--- src/source/dma_cfg.svh ---
// Width, depth and register map macros for the DMA request table, included by the package and RTL
`ifndef DMA_CFG_SVH
`define DMA_CFG_SVH

// Register port widths
`define DMA_ADDR_WIDTH 32
`define DMA_DATA_WIDTH 32

// Descriptor table depth and index width
// Index comes from address bits 6 down to 5
`define DMA_TABLE_ENTRIES 4
`define DMA_PTR_WIDTH 2

// Number of writable words in one entry window
`define DMA_REQMASK_WIDTH 5

// Descriptor field widths
`define DMA_LADDR_WIDTH 32
`define DMA_SIZE_WIDTH 16
`define DMA_RTILE_WIDTH 8
`define DMA_RADDR_WIDTH 32

// Word offsets inside a 32-byte entry window
`define DMA_WORD_LADDR 0
`define DMA_WORD_SIZE 1
`define DMA_WORD_RTILE 2
`define DMA_WORD_RADDR 3
`define DMA_WORD_DIR 4
// Status word sits at byte offset 0x14
`define DMA_STATUS_OFFSET 5

// Byte step between consecutive beats
`define DMA_BEAT_STRIDE 4

`endif

--- src/source/dma_pkg.sv ---
// Shared descriptor and select types for the DMA request table, imported by every RTL module
`include "dma_cfg.svh"

package dma_pkg;

  ////////////////////////////////////////////////////////////////////////////
  // Transfer descriptor
  ////////////////////////////////////////////////////////////////////////////

  // One table entry as software writes it
  // Field order matches the word order of the register window
  typedef struct packed {
    // Word 0, local start address
    logic [`DMA_LADDR_WIDTH-1:0] laddr;
    // Word 1, transfer length in words
    logic [`DMA_SIZE_WIDTH-1:0]  size;
    // Word 2, destination tile
    logic [`DMA_RTILE_WIDTH-1:0] rtile;
    // Word 3, remote start address
    logic [`DMA_RADDR_WIDTH-1:0] raddr;
    // Word 4 bit 0, transfer direction
    logic                        dir;
  } dma_request_t;

  ////////////////////////////////////////////////////////////////////////////
  // Word select
  ////////////////////////////////////////////////////////////////////////////

  // One-hot mask of the descriptor word targeted by a register write
  // Bit n set means word n of the window
  // Status word has no bit here
  typedef logic [`DMA_REQMASK_WIDTH-1:0] dma_select_t;

endpackage

--- src/source/dma_bus_if.sv ---
// AHB-Lite style register decoder that turns bus accesses into table write, post and ack strobes
`timescale 1ns/1ps
`include "dma_cfg.svh"

module dma_bus_if
  import dma_pkg::*;
(
  // Kept for a uniform port list with the other blocks
  input  logic                       clk,
  input  logic                       rst_n,

  // Register port
  input  logic [`DMA_ADDR_WIDTH-1:0] haddr,
  input  logic [`DMA_DATA_WIDTH-1:0] hwdata,
  input  logic                       hsel,
  input  logic                       hmastlock,
  input  logic                       hwrite,
  output logic [`DMA_DATA_WIDTH-1:0] hrdata,
  output logic                       hready,

  // Descriptor word write
  output logic                       write_en,
  output logic [`DMA_PTR_WIDTH-1:0]  write_pos,
  output dma_select_t                write_select,
  output logic [`DMA_DATA_WIDTH-1:0] write_data,

  // Status word strobes
  output logic                       post_en,
  output logic                       ack_en,

  // Completion flags from the table
  input  logic [`DMA_TABLE_ENTRIES-1:0] done_flags
);

  ////////////////////////////////////////////////////////////////////////////
  // Address decode
  ////////////////////////////////////////////////////////////////////////////

  logic       access;
  logic [2:0] word_idx;
  logic       is_status;

  // hsel and hmastlock together qualify a cycle
  assign access = hsel & hmastlock;

  // No wait states so ready follows the qualify condition
  assign hready = access;

  // Entry index from the 32-byte window number
  assign write_pos = haddr[`DMA_PTR_WIDTH+4:5];

  // Word inside the window, byte lanes ignored
  assign word_idx  = haddr[4:2];
  assign is_status = (word_idx == 3'(`DMA_STATUS_OFFSET));

  // One-hot select for descriptor words 0 to 4
  // Status and unused offsets leave every bit low
  always_comb begin
    for (int i = 0; i < `DMA_REQMASK_WIDTH; i++) begin
      write_select[i] = (word_idx == 3'(i));
    end
  end

  ////////////////////////////////////////////////////////////////////////////
  // Strobes
  ////////////////////////////////////////////////////////////////////////////

  // Word write only when some descriptor word is hit
  assign write_en   = access & hwrite & (|write_select);
  assign write_data = hwdata;

  // Writing status posts the entry whatever the data
  assign post_en = access & hwrite & is_status;

  // Reading status acknowledges a finished entry
  assign ack_en  = access & ~hwrite & is_status;

  ////////////////////////////////////////////////////////////////////////////
  // Read data
  ////////////////////////////////////////////////////////////////////////////

  // Done flag seen before the table clears it at the next edge
  // Every other read returns zero
  assign hrdata = {{(`DMA_DATA_WIDTH-1){1'b0}}, ack_en & done_flags[write_pos]};

endmodule

--- src/source/dma_request_table.sv ---
// Descriptor storage with per-entry valid and done flags, written by the bus interface
`timescale 1ns/1ps
`include "dma_cfg.svh"

module dma_request_table
  import dma_pkg::*;
(
  input  logic                          clk,
  input  logic                          rst_n,

  // Descriptor word write from the register port
  input  logic                          write_en,
  input  logic [`DMA_PTR_WIDTH-1:0]     write_pos,
  input  dma_select_t                   write_select,
  input  logic [`DMA_DATA_WIDTH-1:0]    write_data,

  // Status strobes, indexed by write_pos
  input  logic                          post_en,
  input  logic                          ack_en,

  // Completion strobe from the engine
  input  logic                          finish_en,
  input  logic [`DMA_PTR_WIDTH-1:0]     finish_pos,

  // Stored descriptors and flags
  output dma_request_t                  entries [`DMA_TABLE_ENTRIES],
  output logic [`DMA_TABLE_ENTRIES-1:0] valid_flags,
  output logic [`DMA_TABLE_ENTRIES-1:0] done_flags
);

  ////////////////////////////////////////////////////////////////////////////
  // Descriptor words
  ////////////////////////////////////////////////////////////////////////////

  // Payload storage only
  // Narrow fields keep the low bits of the written word
  always_ff @(posedge clk) begin
    if (write_en) begin
      if (write_select[`DMA_WORD_LADDR]) begin
        entries[write_pos].laddr <= write_data[`DMA_LADDR_WIDTH-1:0];
      end
      if (write_select[`DMA_WORD_SIZE]) begin
        entries[write_pos].size <= write_data[`DMA_SIZE_WIDTH-1:0];
      end
      if (write_select[`DMA_WORD_RTILE]) begin
        entries[write_pos].rtile <= write_data[`DMA_RTILE_WIDTH-1:0];
      end
      if (write_select[`DMA_WORD_RADDR]) begin
        entries[write_pos].raddr <= write_data[`DMA_RADDR_WIDTH-1:0];
      end
      if (write_select[`DMA_WORD_DIR]) begin
        entries[write_pos].dir <= write_data[0];
      end
    end
  end

  ////////////////////////////////////////////////////////////////////////////
  // Valid and done flags
  ////////////////////////////////////////////////////////////////////////////

  // Later statements win on the same entry
  always_ff @(posedge clk) begin
    if (!rst_n) begin
      valid_flags <= '0;
      done_flags  <= '0;
    end else begin
      // Status read clears done
      if (ack_en) begin
        done_flags[write_pos] <= 1'b0;
      end
      // Finish beats ack so a same-cycle read still sees done later
      if (finish_en) begin
        valid_flags[finish_pos] <= 1'b0;
        done_flags[finish_pos]  <= 1'b1;
      end
      // Posting arms the entry again
      if (post_en) begin
        valid_flags[write_pos] <= 1'b1;
        done_flags[write_pos]  <= 1'b0;
      end
    end
  end

endmodule

--- src/source/dma_transfer_engine.sv ---
// Round-robin scheduler that streams one address beat per descriptor word with stall handling
`timescale 1ns/1ps
`include "dma_cfg.svh"

module dma_transfer_engine
  import dma_pkg::*;
(
  input  logic                          clk,
  input  logic                          rst_n,

  // Table view
  input  dma_request_t                  entries [`DMA_TABLE_ENTRIES],
  input  logic [`DMA_TABLE_ENTRIES-1:0] valid_flags,

  // Completion strobe back to the table
  output logic                          finish_en,
  output logic [`DMA_PTR_WIDTH-1:0]     finish_pos,

  // Beat stream
  output logic                          xfer_valid,
  output logic [`DMA_LADDR_WIDTH-1:0]   xfer_laddr,
  output logic [`DMA_RTILE_WIDTH-1:0]   xfer_rtile,
  output logic [`DMA_RADDR_WIDTH-1:0]   xfer_raddr,
  output logic                          xfer_dir,
  input  logic                          xfer_stall
);

  typedef enum logic [1:0] {
    ST_IDLE,
    ST_LOAD,
    ST_STREAM,
    ST_FINISH
  } state_t;

  state_t                        state;
  // Last entry served, also the entry in flight
  logic [`DMA_PTR_WIDTH-1:0]     last_pos;
  dma_request_t                  desc_q;
  logic [`DMA_LADDR_WIDTH-1:0]   laddr_q;
  logic [`DMA_RADDR_WIDTH-1:0]   raddr_q;
  logic [`DMA_SIZE_WIDTH-1:0]    remaining;
  logic                          pick_found;
  logic [`DMA_PTR_WIDTH-1:0]     pick_pos;
  logic [`DMA_PTR_WIDTH-1:0]     cand;
  logic                          beat_take;

  ////////////////////////////////////////////////////////////////////////////
  // Round-robin search
  ////////////////////////////////////////////////////////////////////////////

  // Scan starts after last_pos and wraps back to it
  always_comb begin
    pick_found = 1'b0;
    pick_pos   = last_pos;
    cand       = last_pos;
    for (int i = 1; i <= `DMA_TABLE_ENTRIES; i++) begin
      cand = last_pos + `DMA_PTR_WIDTH'(i);
      if (!pick_found && valid_flags[cand]) begin
        pick_found = 1'b1;
        pick_pos   = cand;
      end
    end
  end

  ////////////////////////////////////////////////////////////////////////////
  // Control FSM
  ////////////////////////////////////////////////////////////////////////////

  assign beat_take = (state == ST_STREAM) && !xfer_stall;

  // Reset value makes the first search start at entry 0
  always_ff @(posedge clk) begin
    if (!rst_n) begin
      state    <= ST_IDLE;
      last_pos <= `DMA_PTR_WIDTH'(`DMA_TABLE_ENTRIES - 1);
    end else begin
      case (state)
        ST_IDLE: begin
          if (pick_found) begin
            last_pos <= pick_pos;
            state    <= ST_LOAD;
          end
        end
        // Zero-size entries skip straight to completion
        ST_LOAD:   state <= (desc_q.size == '0) ? ST_FINISH : ST_STREAM;
        ST_STREAM: begin
          if (beat_take && remaining == `DMA_SIZE_WIDTH'(1)) begin
            state <= ST_FINISH;
          end
        end
        default:   state <= ST_IDLE;
      endcase
    end
  end

  ////////////////////////////////////////////////////////////////////////////
  // Descriptor copy and beat registers
  ////////////////////////////////////////////////////////////////////////////

  always_ff @(posedge clk) begin
    // Snapshot the chosen entry
    if (state == ST_IDLE) begin
      desc_q <= entries[pick_pos];
    end
    // Seed address and word counters
    if (state == ST_LOAD) begin
      laddr_q   <= desc_q.laddr;
      raddr_q   <= desc_q.raddr;
      remaining <= desc_q.size;
    end
    // Step on every consumed beat, hold while stalled
    if (beat_take) begin
      laddr_q   <= laddr_q + `DMA_LADDR_WIDTH'(`DMA_BEAT_STRIDE);
      raddr_q   <= raddr_q + `DMA_RADDR_WIDTH'(`DMA_BEAT_STRIDE);
      remaining <= remaining - `DMA_SIZE_WIDTH'(1);
    end
  end

  assign xfer_valid = (state == ST_STREAM);
  assign xfer_laddr = laddr_q;
  assign xfer_raddr = raddr_q;
  assign xfer_rtile = desc_q.rtile;
  assign xfer_dir   = desc_q.dir;

  // One-cycle completion pulse for the entry in flight
  assign finish_en  = (state == ST_FINISH);
  assign finish_pos = last_pos;

endmodule

--- src/source/dma_ctrl_top.sv ---
// Top level of the DMA request table joining the register decoder, descriptor table and engine
`timescale 1ns/1ps
`include "dma_cfg.svh"

module dma_ctrl_top
  import dma_pkg::*;
(
  input  logic                        clk,
  input  logic                        rst_n,

  // Register port
  input  logic [`DMA_ADDR_WIDTH-1:0]  haddr,
  input  logic [`DMA_DATA_WIDTH-1:0]  hwdata,
  input  logic                        hsel,
  input  logic                        hmastlock,
  input  logic                        hwrite,
  output logic [`DMA_DATA_WIDTH-1:0]  hrdata,
  output logic                        hready,

  // Beat stream
  output logic                        xfer_valid,
  output logic [`DMA_LADDR_WIDTH-1:0] xfer_laddr,
  output logic [`DMA_RTILE_WIDTH-1:0] xfer_rtile,
  output logic [`DMA_RADDR_WIDTH-1:0] xfer_raddr,
  output logic                        xfer_dir,
  input  logic                        xfer_stall
);

  ////////////////////////////////////////////////////////////////////////////
  // Internal nets
  ////////////////////////////////////////////////////////////////////////////

  // Bus interface to table
  logic                          write_en;
  logic [`DMA_PTR_WIDTH-1:0]     write_pos;
  dma_select_t                   write_select;
  logic [`DMA_DATA_WIDTH-1:0]    write_data;
  logic                          post_en;
  logic                          ack_en;

  // Table to bus interface and engine
  dma_request_t                  entries [`DMA_TABLE_ENTRIES];
  logic [`DMA_TABLE_ENTRIES-1:0] valid_flags;
  logic [`DMA_TABLE_ENTRIES-1:0] done_flags;

  // Engine to table
  logic                          finish_en;
  logic [`DMA_PTR_WIDTH-1:0]     finish_pos;

  ////////////////////////////////////////////////////////////////////////////
  // Instances
  ////////////////////////////////////////////////////////////////////////////

  dma_bus_if u_bus_if (
    .clk          (clk),
    .rst_n        (rst_n),
    .haddr        (haddr),
    .hwdata       (hwdata),
    .hsel         (hsel),
    .hmastlock    (hmastlock),
    .hwrite       (hwrite),
    .hrdata       (hrdata),
    .hready       (hready),
    .write_en     (write_en),
    .write_pos    (write_pos),
    .write_select (write_select),
    .write_data   (write_data),
    .post_en      (post_en),
    .ack_en       (ack_en),
    .done_flags   (done_flags)
  );

  // Register block beside the engine it steers
  dma_request_table u_table (
    .clk          (clk),
    .rst_n        (rst_n),
    .write_en     (write_en),
    .write_pos    (write_pos),
    .write_select (write_select),
    .write_data   (write_data),
    .post_en      (post_en),
    .ack_en       (ack_en),
    .finish_en    (finish_en),
    .finish_pos   (finish_pos),
    .entries      (entries),
    .valid_flags  (valid_flags),
    .done_flags   (done_flags)
  );

  dma_transfer_engine u_engine (
    .clk          (clk),
    .rst_n        (rst_n),
    .entries      (entries),
    .valid_flags  (valid_flags),
    .finish_en    (finish_en),
    .finish_pos   (finish_pos),
    .xfer_valid   (xfer_valid),
    .xfer_laddr   (xfer_laddr),
    .xfer_rtile   (xfer_rtile),
    .xfer_raddr   (xfer_raddr),
    .xfer_dir     (xfer_dir),
    .xfer_stall   (xfer_stall)
  );

endmodule

--- config.mk ---
export PLATFORM = sky130hd
export DESIGN_NAME = dma_ctrl_top
export DESIGN_NICKNAME = d
export VERILOG_FILES = /design/src/source/dma_pkg.sv /design/src/source/dma_bus_if.sv /design/src/source/dma_request_table.sv /design/src/source/dma_transfer_engine.sv /design/src/source/dma_ctrl_top.sv
export VERILOG_INCLUDE_DIRS = /design/src /design/src/source
export SDC_FILE = /design/constraint.sdc
export NUM_CORES = 1
export LEC_CHECK = 0
export ABC_AREA = 0
export BUFFER_PORTS_ARGS = -buffer_cell sky130_fd_sc_hd__buf_2
export CAP_MARGIN = 30
export CORE_MARGIN = 8
export CORE_UTILIZATION = 42
export DETAILED_ROUTE_END_ITERATION = 8
export PLACE_DENSITY = 0.7
export SLEW_MARGIN = 30
export SYNTH_ARGS = -nofsm -noshare
export SYNTH_HDL_FRONTEND = slang
export SYNTH_HIERARCHICAL = 1
export SYNTH_SLANG_ARGS = --single-unit
--- constraint.sdc ---
create_clock -name clk -period 5 [get_ports clk]
set_clock_uncertainty 0.2 [all_clocks]
set_input_delay 1 -clock clk [delete_from_list [all_inputs] [get_ports clk]]
set_output_delay 1 -clock clk [all_outputs]
set_load 0.05 [all_outputs]
# == Word level (Yosys, flattened, before mapping) ==
# Index checks and enable logic that the tools add are counted.
# word_totals
regBits,537
in_bits,70
out_inout_bits,107
wordCells,162
# classes
addsub,6
n_lt_le_gt_ge,10
eq_ne,11
mux,67
n_bitwise,17
n_reduce_logical,19
# op_table
op,count
2-to-1 mux 356 bit,9
bitwise mux 356 bit,5
demux 89 bit (select 2 bit),5
2-to-1 mux 89 bit,3
binary-select mux 89 bit (select 2 bit),1
2-to-1 mux 32 bit,4
"adder 32 x 3 -> 32 bit, second input constant",2
2-to-1 mux 57 bit,1
2-to-1 mux 41 bit,1
2-to-1 mux 33 bit,1
2-to-1 mux 16 bit,2
2-to-1 mux 4 bit,8
"== test 16 x 1 -> 1 bit, second input constant",1
logical NOT 16 bit,1
"subtractor 16 x 1 -> 16 bit, second input constant",1
"less-than comparator 2 x 3 -> 1 bit, second input constant",5
2-to-1 mux 1 bit,13
AND 4 bit,3
2-to-1 mux 2 bit,6
binary-select mux 1 bit (select 2 bit),5
logical AND 1 bit,8
NOT 4 bit,2
bitwise OR 4 bit,2
AND 1 bit,7
21 further kinds,34

# == Depth between registers and ports, before layout ==
# Gate-level depths: netlist of run 1.
# logic_depth
ltp_word,19
mapped_depth,8
ltp_nobuf,7

# == Modules after synthesis ==
# Netlist of run 1, hierarchy kept.
# modules_own_cells
mod,n_inst,cells_per_inst,area_each_um2,seq_area_each_um2
dma_request_table,1,429,11170.7,10850.4
dma_transfer_engine,1,714,9796.9,5154.9
dma_bus_if,1,81,614.3,0.0

# == Worst setup path after synthesis of run 1 ==
# OpenSTA, ideal clock, no wires.
# synth_path
kind,input-to-reg
start,input port xfer_stall
end,register u_engine.remaining[0] (enable)
setup_time_ns,0.447
t_arrival_ns,3.272
t_required_ns,4.353
setup_slack_ns,1.081
stages,4
path_buffers,2
path_cell_list,nand2b_1 -> clkbuf_1 -> clkbuf_1 -> nand2b_1
# synth_via
elab_chain_cells,3
# synth_lines
element,line,text
start: declaration,dma_ctrl_top.sv:26,input logic xfer_stall
logical NOT 1 bit,dma_transfer_engine.sv:69,assign beat_take = (state == ST_STREAM) && !xfer_stall;
logical AND 1 bit,dma_transfer_engine.sv:69,
nonzero test 2 bit (no line),--,
end signal: assignment,dma_transfer_engine.sv:109,remaining <= desc_q.size;
end signal: assignment,dma_transfer_engine.sv:115,remaining <= remaining - `DMA_SIZE_WIDTH'(1);
end: declaration,dma_transfer_engine.sv:41,logic [`DMA_SIZE_WIDTH-1:0] remaining;
# Every way passes these cells.
# A chain may end at the register's enable or synchronous reset.

# == Worst setup path in the final report of run 1 ==
# layout_path
start,input port haddr[5]
end,output port hrdata[0]
# layout_via
elab_chain_cells,3
# layout_lines
element,line,text
start: declaration,dma_ctrl_top.sv:12,"input logic [`DMA_ADDR_WIDTH-1:0] haddr,"
binary-select mux 1 bit (select 2 bit),dma_bus_if.sv:84,"assign hrdata = {{(`DMA_DATA_WIDTH-1){1'b0}}, ack_en & done_flags[write_pos]};"
2-to-1 mux 1 bit (implied by the code),dma_bus_if.sv:84,
AND 1 bit,dma_bus_if.sv:84,
end: declaration,dma_ctrl_top.sv:17,"output logic [`DMA_DATA_WIDTH-1:0] hrdata,"
# Every way passes these cells. The select of a mux whose other input is x is not followed.

==> implementation parameters, run 1 <==
Parameter                              Value

Drt
  Detail Route Antenna Nets    0
  Per-cell via count in the routed design    5.26
  Overall routed net length    44100 um
  Iteration-0 DRC count of the detailed router    911
  Total via count in the routed design    10.9k
  DRT Pass-1 Iters    5
  Drt wl/cell    21.4 um
  Post-detailed-route DRC marker count    0

Timing
  Transition time at the pin with the least slew margin    0.944 ns
  Setup total negative slack    0 ns
  Number of hold violations in the final report    0
  Setup violation total in the final timing report    0
  Setup repair after global routing missed its margin    no
  Final cycle utilization of the critical path    65.0%
  Highest achievable clock rate    308 MHz
  Number of pins with negative max-slew slack in the final report    0
  Final worst path period need    3.25 ns
  Worst max-slew margin expressed relative to the limit    37.0%
  Worst hold margin    0.303 ns

Pwr
  P per Cell Area    478 mW/mm2
  Share of total power in the clock network    33.9%
  Cell-internal power    8380 uW
  Sw Ratio    28.6%
  Share of power burned in combinational logic    15.7%
  Flop pwr share    50.5%
  Reported net switching power    3360 uW
  Pleak    0.00806 uW
  Worst supply voltage drop on vdd    256 uV

Finish
  Net total in the final layout    1418
  Share of post-route cells with drive strength above 1    24.7%
  Area growth syn-to-layout    13.7%

Floorplan
  Top Ports    177
  Number of rows created at floorplan    83
  Die area    0.0589 mm2
  Overall die height    243 um
  Starting density of the core    42.2%
  Die span in x    243 um
  Placeable core region    0.0511 mm2

Synth
  Gate Count Post-Synth    1224
  Mean Syn Cell Area    17.6 um2
  Post-synthesis register bit count    537
  Cell area after technology mapping    0.0216 mm2
  Async set-reset flop share out of synthesis    0%
  Yosys Warn Count    6
  Sequential fraction of the synthesis area    74.2%
  Most frequently used flop master after synthesis    sky130_fd_sc_hd__edfxtp_1
  Number of enable flip-flop cells after synthesis    525
  Post-synth cell types    55

Setup path
  Endpoint class of the critical path    output pin
  Critical Path Fanout Max    9
  Data required time at the worst endpoint    3.80 ns
  Critical path start-end classification    in2out
  Element type at the critical path start    primary input
  Worst Path Arrival    2.05 ns

Clock tree
  Number of buffers created by CTS    52
  CTS tree    built
  CTS clk-pin slew, worst paths    0.06 ns
  Later-pin clock latency in the skew report    0.58 ns
  H-tree depth    2
  Number of clock sinks    537
  Number of hold-repair buffers added at the cts stage    0
  Post-cts repair resize count    0
  Clock tree buffer depth    3
  CTS root buffer    sky130_fd_sc_hd__clkbuf_16
  Post-CTS setup-driven buffer insertion count    0

Global route
  Total routing usage reported by global routing    14.7%
  Number of global-route vias before repair    11.2k
  Number of antenna violations at the first check in global routing    7
  Largest net degree at the start of global routing    87
  GR Overflow Total    0
  First-pass GRT wire length    67600 um

Placed design
  Hpwl dp    28300 um
  I/O Buffers    118
  Gpl congestion    0.761

Run
  Max_cap viols    0

Worst hold path
  Hold Path Class    reg2reg

Status
  Result of the run    complete, no violations
final timing paths:
| check | start | endpoint | slack, ns | depth (start not counted) |
|---|---|---|---|---|
| max reg2reg | u_engine/finish_pos[0] | u_engine/desc_q[73] | 1.87 | 6 |
| min reg2reg | u_table/done_flags[3] | u_table/done_flags[3] | 0.30 | 2 |
| max | haddr[5] | hrdata[0] | 1.75 | 4 |
| min | u_table/done_flags[3] | u_table/done_flags[3] | 0.30 | 2 |
logic make-up (layout without fill, tap and decap cells):
logic type,count (synthesis),after routing,synth area share (%)
DFF,537,537,74.2
buffers and inverters,133,261,3.77
xor gates and xnor gates,65,65,2.64
other,1,34,0.0174
AOI/OAI and AO/OA,104,104,2.69
and+or+nand+nor,284,284,6.77
adders and majority gates,9,9,0.522
muxes,91,91,9.44
placed cells by master (no fill, tap or decap), types with 6 or more instances in the layout:
master and instances:
sky130_fd_sc_hd__clkbuf_16 54, sky130_fd_sc_hd__conb_1 31, sky130_fd_sc_hd__inv_1 21, sky130_fd_sc_hd__nand3_1 29
sky130_fd_sc_hd__nor3_1 16, sky130_fd_sc_hd__xnor2_1 37, sky130_fd_sc_hd__and2_1 6, sky130_fd_sc_hd__mux4_2 90
sky130_fd_sc_hd__clkinv_1 13, sky130_fd_sc_hd__nor4_1 8, sky130_fd_sc_hd__nand4_1 12, sky130_fd_sc_hd__bufinv_16 7
sky130_fd_sc_hd__ha_1 8, sky130_fd_sc_hd__o21ai_0 73, sky130_fd_sc_hd__buf_4 20, sky130_fd_sc_hd__nand2_1 109
sky130_fd_sc_hd__buf_2 118, sky130_fd_sc_hd__and3_1 6, sky130_fd_sc_hd__xor2_1 28, sky130_fd_sc_hd__nor2_1 45
sky130_fd_sc_hd__nor2_4 8, sky130_fd_sc_hd__a31oi_1 7, sky130_fd_sc_hd__edfxtp_1 525, sky130_fd_sc_hd__clkinv_2 8
sky130_fd_sc_hd__dfxtp_1 12, sky130_fd_sc_hd__clkinvlp_4 6
layout make-up:
class / count / area [um2]
Inverter: 21 / 78.8
Sequential cell: 537 / 16000
Clock buffer: 59 / 1370
Antenna cell: 3 / 7.51
Multi-Input combinational cell: 584 / 4990
Clock inverter: 38 / 387
Timing Repair Buffer: 143 / 856
Fill cell: 4196 / 26600
Tap cell: 680 / 851
stage by stage:
stage	worst slack, ns	std cells	total power [uW]	cell area (um2)	util (%)
after floorplan	1.08	1254	7330	21700	-
after global placement	1.49	1963	7830	22700	44.5
after detailed placement	1.46	1965	7880	22800	44.6
after CTS	1.74	2062	11900	24500	48.0
after global routing	1.63	2062	12200	24500	48.0
final	1.75	2065	11700	24500	48.0
worst max-delay path: stages:
cell,delay (ns)
sky130_fd_sc_hd__buf_2,0.17
sky130_fd_sc_hd__mux4_2,0.52
sky130_fd_sc_hd__nor4b_4,0.14
sky130_fd_sc_hd__buf_2,0.21
state kept, by name, indices dropped and copies added, names as in the netlist:
name,cells
u_engine/finish_pos,2
u_engine/remaining,16
u_table/done_flags,4
u_engine/desc_q,80
u_engine/xfer_laddr,32
u_engine/xfer_rtile,8
u_table/entries,356
u_engine/xfer_dir,1
u_table/valid_flags,4
u_engine/xfer_raddr,32
u_engine/state,2
synthesized netlist by cell type (3+ instances only):
library cell / instances / area share (%)
sky130_fd_sc_hd__a21boi_1: 5 / 0.17
sky130_fd_sc_hd__a21oi_1: 4 / 0.093
sky130_fd_sc_hd__a31oi_1: 7 / 0.20
sky130_fd_sc_hd__and2_1: 6 / 0.17
sky130_fd_sc_hd__and3_1: 6 / 0.17
sky130_fd_sc_hd__and4_1: 3 / 0.12
sky130_fd_sc_hd__buf_4: 83 / 2.9
sky130_fd_sc_hd__clkbuf_1: 27 / 0.47
sky130_fd_sc_hd__dfxtp_1: 12 / 1.1
sky130_fd_sc_hd__edfxtp_1: 525 / 73
sky130_fd_sc_hd__ha_1: 9 / 0.52
sky130_fd_sc_hd__inv_1: 21 / 0.37
sky130_fd_sc_hd__mux4_2: 90 / 9.4
sky130_fd_sc_hd__nand2_1: 109 / 1.9
sky130_fd_sc_hd__nand2b_1: 6 / 0.17
sky130_fd_sc_hd__nand3_1: 29 / 0.67
sky130_fd_sc_hd__nand3b_1: 3 / 0.10
sky130_fd_sc_hd__nand4_1: 12 / 0.35
sky130_fd_sc_hd__nor2_1: 53 / 0.92
sky130_fd_sc_hd__nor3_1: 16 / 0.37
sky130_fd_sc_hd__nor3b_1: 5 / 0.17
sky130_fd_sc_hd__nor4_1: 8 / 0.23
sky130_fd_sc_hd__nor4_4: 3 / 0.30
sky130_fd_sc_hd__o21ai_0: 73 / 1.7
sky130_fd_sc_hd__o21ai_1: 3 / 0.070
sky130_fd_sc_hd__or3_1: 4 / 0.12
sky130_fd_sc_hd__xnor2_1: 37 / 1.5
sky130_fd_sc_hd__xor2_1: 28 / 1.1
power groups by stage:
stage / Clock [uW] / Combinational [uW] / Sequential (uW)
6_report: 3970 / 1840 / 5920
4_1_cts: 4060 / 1870 / 5930
2_1_floorplan: 0 / 872 / 6460
3_5_place_dp: 0 / 1860 / 6020
5_1_grt: 4240 / 1970 / 5970
3_3_place_gp: 0 / 1830 / 6000
metal layers:
layer,GRT usage (%),routed length [um]
met1,18.7,18300
met2,24.7,21400
met3,3.68,3140
met4,4.87,1200
met5,0,54
Note: power is estimated with default switching activity, not from simulation.
==> run 2, diff against run 1 <==
- PLACE_DENSITY: 0.7 -> 0.73
- clock period: 5 -> 2.95 ns (I/O delays scaled with it)
==> implementation parameters, run 2 (same netlist as run 1, synthesis figures left out) <==
Parameter                              Value

Status
  Result of the run    complete, no violations

Finish
  Net total in the final layout    1435
  Most frequent cells in the layout    sky130_fd_sc_hd__edfxtp_1, sky130_fd_sc_hd__buf_2, sky130_fd_sc_hd__nand2_1, sky130_fd_sc_hd__mux4_2, sky130_fd_sc_hd__o21ai_0
  Biggest registers after layout    u_table/entries: 356 flops, u_engine/desc_q: 80 flops
  Share of post-route cells with drive strength above 1    25.7%
  Filler cell count in the final layout    4113
  Storage cell area    0.0160 mm2
  Total area of multi-input combinational cells    0.00499 mm2
  Utilization of the core after routing    48.4%
  Biggest register    u_table/entries
  Area of all placed cells without fillers    0.0247 mm2
  Number of flip-flops under the largest register name    356
  Most common cell after layout, fill and taps aside    sky130_fd_sc_hd__edfxtp_1
  Area growth syn-to-layout    14.6%

Floorplan
  Starting density of the core    42.2%
  Placeable core region    0.0511 mm2
  Top Ports    177
  Die span in x    243 um
  Die area    0.0589 mm2
  Overall die height    243 um
  Number of rows created at floorplan    83

Setup path
  Depth of the most critical reg-to-reg path    7
  Master of the slowest instance on the critical path    sky130_fd_sc_hd__mux4_2
  Cell type group with the largest total delay on the critical path    compound AO/OA/AOI/OAI gates
  Worst reg2reg path endpoint    u_engine/desc_q[83]
  Most numerous cell on the critical path    sky130_fd_sc_hd__buf_12
  Flop2flop setup slack    0.21 ns
  Endpoint class of the critical path    register
  Element type at the critical path start    register
  Worst Path Arrival    2.84 ns
  Reg2Reg Launch Point    u_engine/finish_pos[0]
  Buffers plus inverters on the worst setup path    3
  Critical path start-end classification    reg2reg
  Critical Path, Cell by Cell    inv_1 > a221oi_1 > a31oi_1 > a21oi_4 > buf_12 > buf_12 > mux4_2
  Worst stage delay on the critical path    0.53 ns
  Critical Path Fanout Max    22
  Data required time at the worst endpoint    3.05 ns

Clock tree
  Clock tree buffer depth    3
  Post-cts repair resize count    0
  CTS root buffer    sky130_fd_sc_hd__clkbuf_16
  CTS clk-pin slew, worst paths    0.06 ns
  Post-CTS setup-driven buffer insertion count    0
  Number of hold-repair buffers added at the cts stage    0
  H-tree depth    2
  Number of clock sinks    537
  Later-pin clock latency in the skew report    0.57 ns
  Number of buffers created by CTS    51
  CTS tree    built

Global route
  Number of antenna violations at the first check in global routing    7
  Total routing usage reported by global routing    14.9%
  Largest net degree at the start of global routing    122
  First-pass GRT wire length    68200 um
  GR Overflow Total    0
  Number of global-route vias before repair    11.3k

Pwr
  Worst supply voltage drop on vdd    586 uV
  Pleak    0.00814 uW
  P per Cell Area    798 mW/mm2

Placed design
  I/O Buffers    118
  Hpwl dp    27700 um
  Gpl congestion    0.797
  Post-detailed-placement cell area    0.0231 mm2
  Setup slack after placement    0.263 ns

Drt
  Drt wl/cell    21.5 um
  Iteration-0 DRC count of the detailed router    904
  Detail Route Antenna Nets    0
  Per-cell via count in the routed design    5.23
  Overall routed net length    44800 um
  Post-detailed-route DRC marker count    0
  Total via count in the routed design    10.9k
  DRT Pass-1 Iters    5

Worst hold path
  End point of the worst hold path    u_table/entries[296]
  Hold Path Class    in2reg
  Worst Min Path Start    hwdata[28]
  Worst Hold Path Cells    1

Timing
  Number of hold violations in the final report    0
  Final setup margin    0.210 ns
  Setup violation total in the final timing report    0
  Setup repair after global routing missed its margin    no
  Final worst path period need    2.74 ns
  Number of pins with negative max-slew slack in the final report    0
  Worst max-slew margin expressed relative to the limit    58.8%
  Highest achievable clock rate    365 MHz
  Setup total negative slack    0 ns
  Transition time at the pin with the least slew margin    0.614 ns
  Final cycle utilization of the critical path    92.9%

Run
  Max_cap viols    0
## run 2: changes by cell type in the layout (fill, tap and decap cells not counted)
cell / before / now
sky130_fd_sc_hd__buf_12: 3 / 19
sky130_fd_sc_hd__clkinv_1: 13 / 8
sky130_fd_sc_hd__buf_4: 20 / 24
sky130_fd_sc_hd__clkbuf_1: 5 / 9
sky130_fd_sc_hd__buf_16: 2 / 0
sky130_fd_sc_hd__bufinv_16: 7 / 5
sky130_fd_sc_hd__clkinv_2: 8 / 10
sky130_fd_sc_hd__diode_2: 3 / 1
sky130_fd_sc_hd__clkbuf_16: 54 / 53
sky130_fd_sc_hd__clkinv_8: 1 / 0
sky130_fd_sc_hd__clkinvlp_4: 6 / 7
## run 2: metrics by stage
step / hold WS (ns) / instances / power (uW)
2_1_floorplan: 0.251 / 1254 / 12400
3_3_place_gp: 0.284 / 1983 / 13400
3_5_place_dp: 0.280 / 1983 / 13500
4_1_cts: 0.0773 / 2078 / 19900
5_1_grt: 0.0904 / 2078 / 20400
6_report: 0.101 / 2079 / 19700
## run 2: final cells by class
type	count	share of cell area [%]
Antenna cell	1	0.0101
Tap cell	680	3.44
Multi-Input combinational cell	584	20.2
Timing Repair Buffer	161	4.65
Sequential cell	537	64.7
Clock buffer	62	5.50
Inverter	21	0.319
Clock inverter	33	1.25
## run 2: how the worst max path moves through the flow
stage                      startpoint                   end  slack (ns)  cells past startpoint
2_1_floorplan                haddr[3]  u_table/entries[100]       -0.15                      4
3_3_place_gp   u_engine/finish_pos[0]   u_engine/desc_q[26]        0.28                      7
3_5_place_dp   u_engine/finish_pos[0]   u_engine/desc_q[18]        0.26                      7
4_1_cts        u_engine/finish_pos[0]   u_engine/desc_q[83]        0.24                      7
5_1_grt        u_engine/finish_pos[0]   u_engine/desc_q[18]        0.09                      7
6_report       u_engine/finish_pos[0]   u_engine/desc_q[83]        0.21                      7
## run 2: power by group
| part | switching, uW | internal [uW] |
|---|---|---|
| Clock | 2710 | 3730 |
| Combinational | 2430 | 813 |
| Sequential | 562 | 9500 |
| Total | 5700 | 14000 |
## run 2: per-layer routing
metal | GRT usage [%] | vias up | wire length, um
li1 | - | 4912 | -
met1 | 19.1 | 5531 | 18300
met2 | 25.3 | 353 | 22400
met3 | 3.16 | 72 | 2960
met4 | 4.55 | 8 | 999
met5 | 0 | - | 49
## run 2: worst reg2reg max path: stages, from the launching register on
cell and delay (ns):
sky130_fd_sc_hd__dfxtp_1 0.48, sky130_fd_sc_hd__inv_1 0.12, sky130_fd_sc_hd__a221oi_1 0.31, sky130_fd_sc_hd__a31oi_1 0.12
sky130_fd_sc_hd__a21oi_4 0.23, sky130_fd_sc_hd__buf_12 0.25, sky130_fd_sc_hd__buf_12 0.22, sky130_fd_sc_hd__mux4_2 0.53
==> run 3, diff against run 2 <==
- ABC_AREA: 0 -> 1
- CORE_ASPECT_RATIO: not set -> 1.1
- PLACE_DENSITY: 0.73 -> 0.72
==> implementation parameters, run 3 <==
Parameter                              Value

Setup path
  Master of the slowest instance on the critical path    sky130_fd_sc_hd__dfxtp_1
  Element type at the critical path start    register
  Critical Path, Cell by Cell    inv_2 > nand2_1 > nand2_1 > nand2_2 > nand2_4 > nor2_4 > nand3_4 > nand2_4 > buf_12 > buf_4 > nand2_1 > nand3_1 > nand2_1
  Critical Path Fanout Max    49
  Worst setup path end    u_engine/desc_q[8]
  Depth of the most critical reg-to-reg path    13
  Launching instance or port of the critical path    u_engine/finish_pos[1]
  Data required time at the worst endpoint    3.07 ns
  Endpoint class of the critical path    register
  Most numerous cell on the critical path    sky130_fd_sc_hd__nand2_1
  Worst Path Arrival    2.85 ns
  Worst reg2reg path endpoint    u_engine/desc_q[8]
  Flop2flop setup slack    0.23 ns
  Critical path start-end classification    reg2reg
  Worst stage delay on the critical path    0.56 ns
  Reg2Reg Launch Point    u_engine/finish_pos[1]

Finish
  Utilization of the core after routing    47.7%
  Finished Layout Cells    3242
  Number of flip-flops under the largest register name    356
  Share of post-route cells with drive strength above 1    11.8%
  Most common cell after layout, fill and taps aside    sky130_fd_sc_hd__nand2_1
  Net total in the final layout    2526
  Most frequent cells in the layout    sky130_fd_sc_hd__nand2_1, sky130_fd_sc_hd__edfxtp_1, sky130_fd_sc_hd__nand3_1, sky130_fd_sc_hd__inv_1, sky130_fd_sc_hd__buf_2
  Biggest registers after layout    u_table/entries: 356 flops, u_engine/desc_q: 80 flops
  Biggest register    u_table/entries
  Area growth syn-to-layout    12.3%

Placed design
  Post-placement cell count    3146
  Hpwl dp    36600 um
  I/O Buffers    118
  Gpl congestion    0.884
  Setup slack after placement    0.189 ns

Drt
  Total via count in the routed design    16.5k
  Per-cell via count in the routed design    5.09
  Overall routed net length    57200 um
  Post-detailed-route DRC marker count    0
  Detail Route Antenna Nets    0
  Iteration-0 DRC count of the detailed router    1391
  Drt wl/cell    17.6 um
  DRT Pass-1 Iters    5

Timing
  Final worst path period need    2.72 ns
  Final setup margin    0.226 ns
  Final cycle utilization of the critical path    92.3%
  Highest achievable clock rate    367 MHz
  Worst max-slew margin expressed relative to the limit    60.9%
  Transition time at the pin with the least slew margin    0.586 ns
  Number of hold violations in the final report    0
  Number of pins with negative max-slew slack in the final report    0
  Setup repair after global routing missed its margin    no
  Setup violation total in the final timing report    0

Synth
  Post-synth cell types    36
  Fraction of synthesized cell area taken by the top area cell type    64.8%
  Cell taking the most area after synthesis    sky130_fd_sc_hd__edfxtp_1
  Async set-reset flop share out of synthesis    0%
  Post-synthesis register bit count    537
  Most frequently used flop master after synthesis    sky130_fd_sc_hd__edfxtp_1
  Leading post-synthesis cells by cell area    sky130_fd_sc_hd__edfxtp_1, sky130_fd_sc_hd__nand2_1, sky130_fd_sc_hd__nand3_1, sky130_fd_sc_hd__inv_1, sky130_fd_sc_hd__buf_4
  Yosys Warn Count    6
  Most frequent cell after synthesis    sky130_fd_sc_hd__nand2_1
  Commonest cells post-synth    sky130_fd_sc_hd__nand2_1, sky130_fd_sc_hd__edfxtp_1, sky130_fd_sc_hd__nand3_1
  Number of enable flip-flop cells after synthesis    525
  Mean Syn Cell Area    10.3 um2
  Sequential fraction of the synthesis area    65.8%
  Cell area after technology mapping    0.0243 mm2
  Gate Count Post-Synth    2365

Floorplan
  Starting density of the core    42.4%
  Overall die height    268 um
  Die area    0.0659 mm2
  Number of rows created at floorplan    92
  Placeable core region    0.0573 mm2
  Die span in x    245 um
  Top Ports    177

Global route
  Busiest grt layer    met2
  Number of global-route vias before repair    15.8k
  Number of antenna violations at the first check in global routing    4
  GRT met2 Usage    28.2%
  Met1 track utilization from global routing    22.1%
  GR Overflow Total    0
  Largest net degree at the start of global routing    125
  Total routing usage reported by global routing    16.9%
  GR met3 Demand/Resource    3.11%
  First-pass GRT wire length    88300 um

Clock tree
  CTS clk-pin slew, worst paths    0.06 ns
  CTS tree    built
  CTS root buffer    sky130_fd_sc_hd__clkbuf_16
  H-tree depth    2
  Number of buffers created by CTS    51
  Number of clock sinks    537
  Later-pin clock latency in the skew report    0.60 ns
  Post-CTS setup-driven buffer insertion count    0
  Clock tree buffer depth    3

Worst hold path
  Hold Path Class    in2reg

Status
  Result of the run    complete, no violations

Pwr
  Overall Power    24800 uW
  P per Cell Area    907 mW/mm2
  Worst supply voltage drop on vdd    611 uV
  Pleak    0.0112 uW

Run
  Max_cap viols    0
run 3: changes by cell type after synthesis, sizes merged, moves of 30 or more:
cell / previous run / this run
nand2: 110 / 759
nand3: 32 / 314
inv: 21 / 266
mux4: 90 / 0
nor2: 53 / 126
buf: 85 / 144
o21ai: 76 / 46
run 3: metrics by stage:
stage	hold WS, ns	cell area (um2)	TNS, ns
after floorplan	0.234	24400	-144.50
after global placement	0.258	25600	0
after detailed placement	0.259	25600	0
after CTS	0.0231	27300	0
after global routing	0.0375	27300	0
final	0.0564	27300	0
run 3: cells by family (layout without fill, tap and decap cells):
logic type	after synthesis	after routing	share of synthesized area [%]
AOI/OAI and AO/OA	82	82	1.82
xor gates and xnor gates	38	38	1.37
adders and majority gates	9	9	0.463
buffers and inverters	434	527	8.47
DFF	537	537	65.8
other	1	33	0.0154
and+or+nand+nor	1264	1264	22.1
run 3: final cells by class:
| type | count | area, um2 |
|---|---|---|
| Multi-Input combinational cell | 1424 | 6450 |
| Fill cell | 5099 | 30000 |
| Tap cell | 752 | 941 |
| Clock inverter | 36 | 367 |
| Clock buffer | 58 | 1320 |
| Inverter | 266 | 998 |
| Sequential cell | 537 | 16000 |
| Antenna cell | 2 | 5.00 |
| Timing Repair Buffer | 167 | 1230 |
run 3: worst min-delay path by stage:
stage | from | to | cells after the start
after floorplan | u_table/done_flags[0] | u_table/done_flags[0] | 2
after global placement | u_table/done_flags[0] | u_table/done_flags[0] | 2
after detailed placement | u_table/done_flags[0] | u_table/done_flags[0] | 2
after CTS | hwdata[31] | u_table/entries[121] | 1
after global routing | hwdata[31] | u_table/entries[121] | 1
final | hwdata[31] | u_table/entries[121] | 1
run 3: routing by layer:
| layer | vias to the layer above | part of all wire (%) |
|---|---|---|
| met5 | - | 0.021 |
| met4 | 2 | 2.5 |
| met3 | 106 | 7.7 |
| met2 | 629 | 48 |
| met1 | 7879 | 42 |
| li1 | 7894 | - |
run 3: power by group:
| part | internal [uW] | switching (uW) | total [uW] |
|---|---|---|---|
| clock | 3770 | 2800 | 6560 |
| combinational | 1820 | 5210 | 7040 |
| sequential | 10200 | 951 | 11200 |
run 3: critical path: cells and delay by family (launching register included):
kind	cells	cell delay, ns
buf+inv	3	0.63
simple gates	10	1.02
flops	1	0.56
run 3: what timing repair did:
action                                  in CTS  in global routing
endpoints found under the setup margin       0                 34
resized for setup                            0                  2
hold buffers                                 0                  0
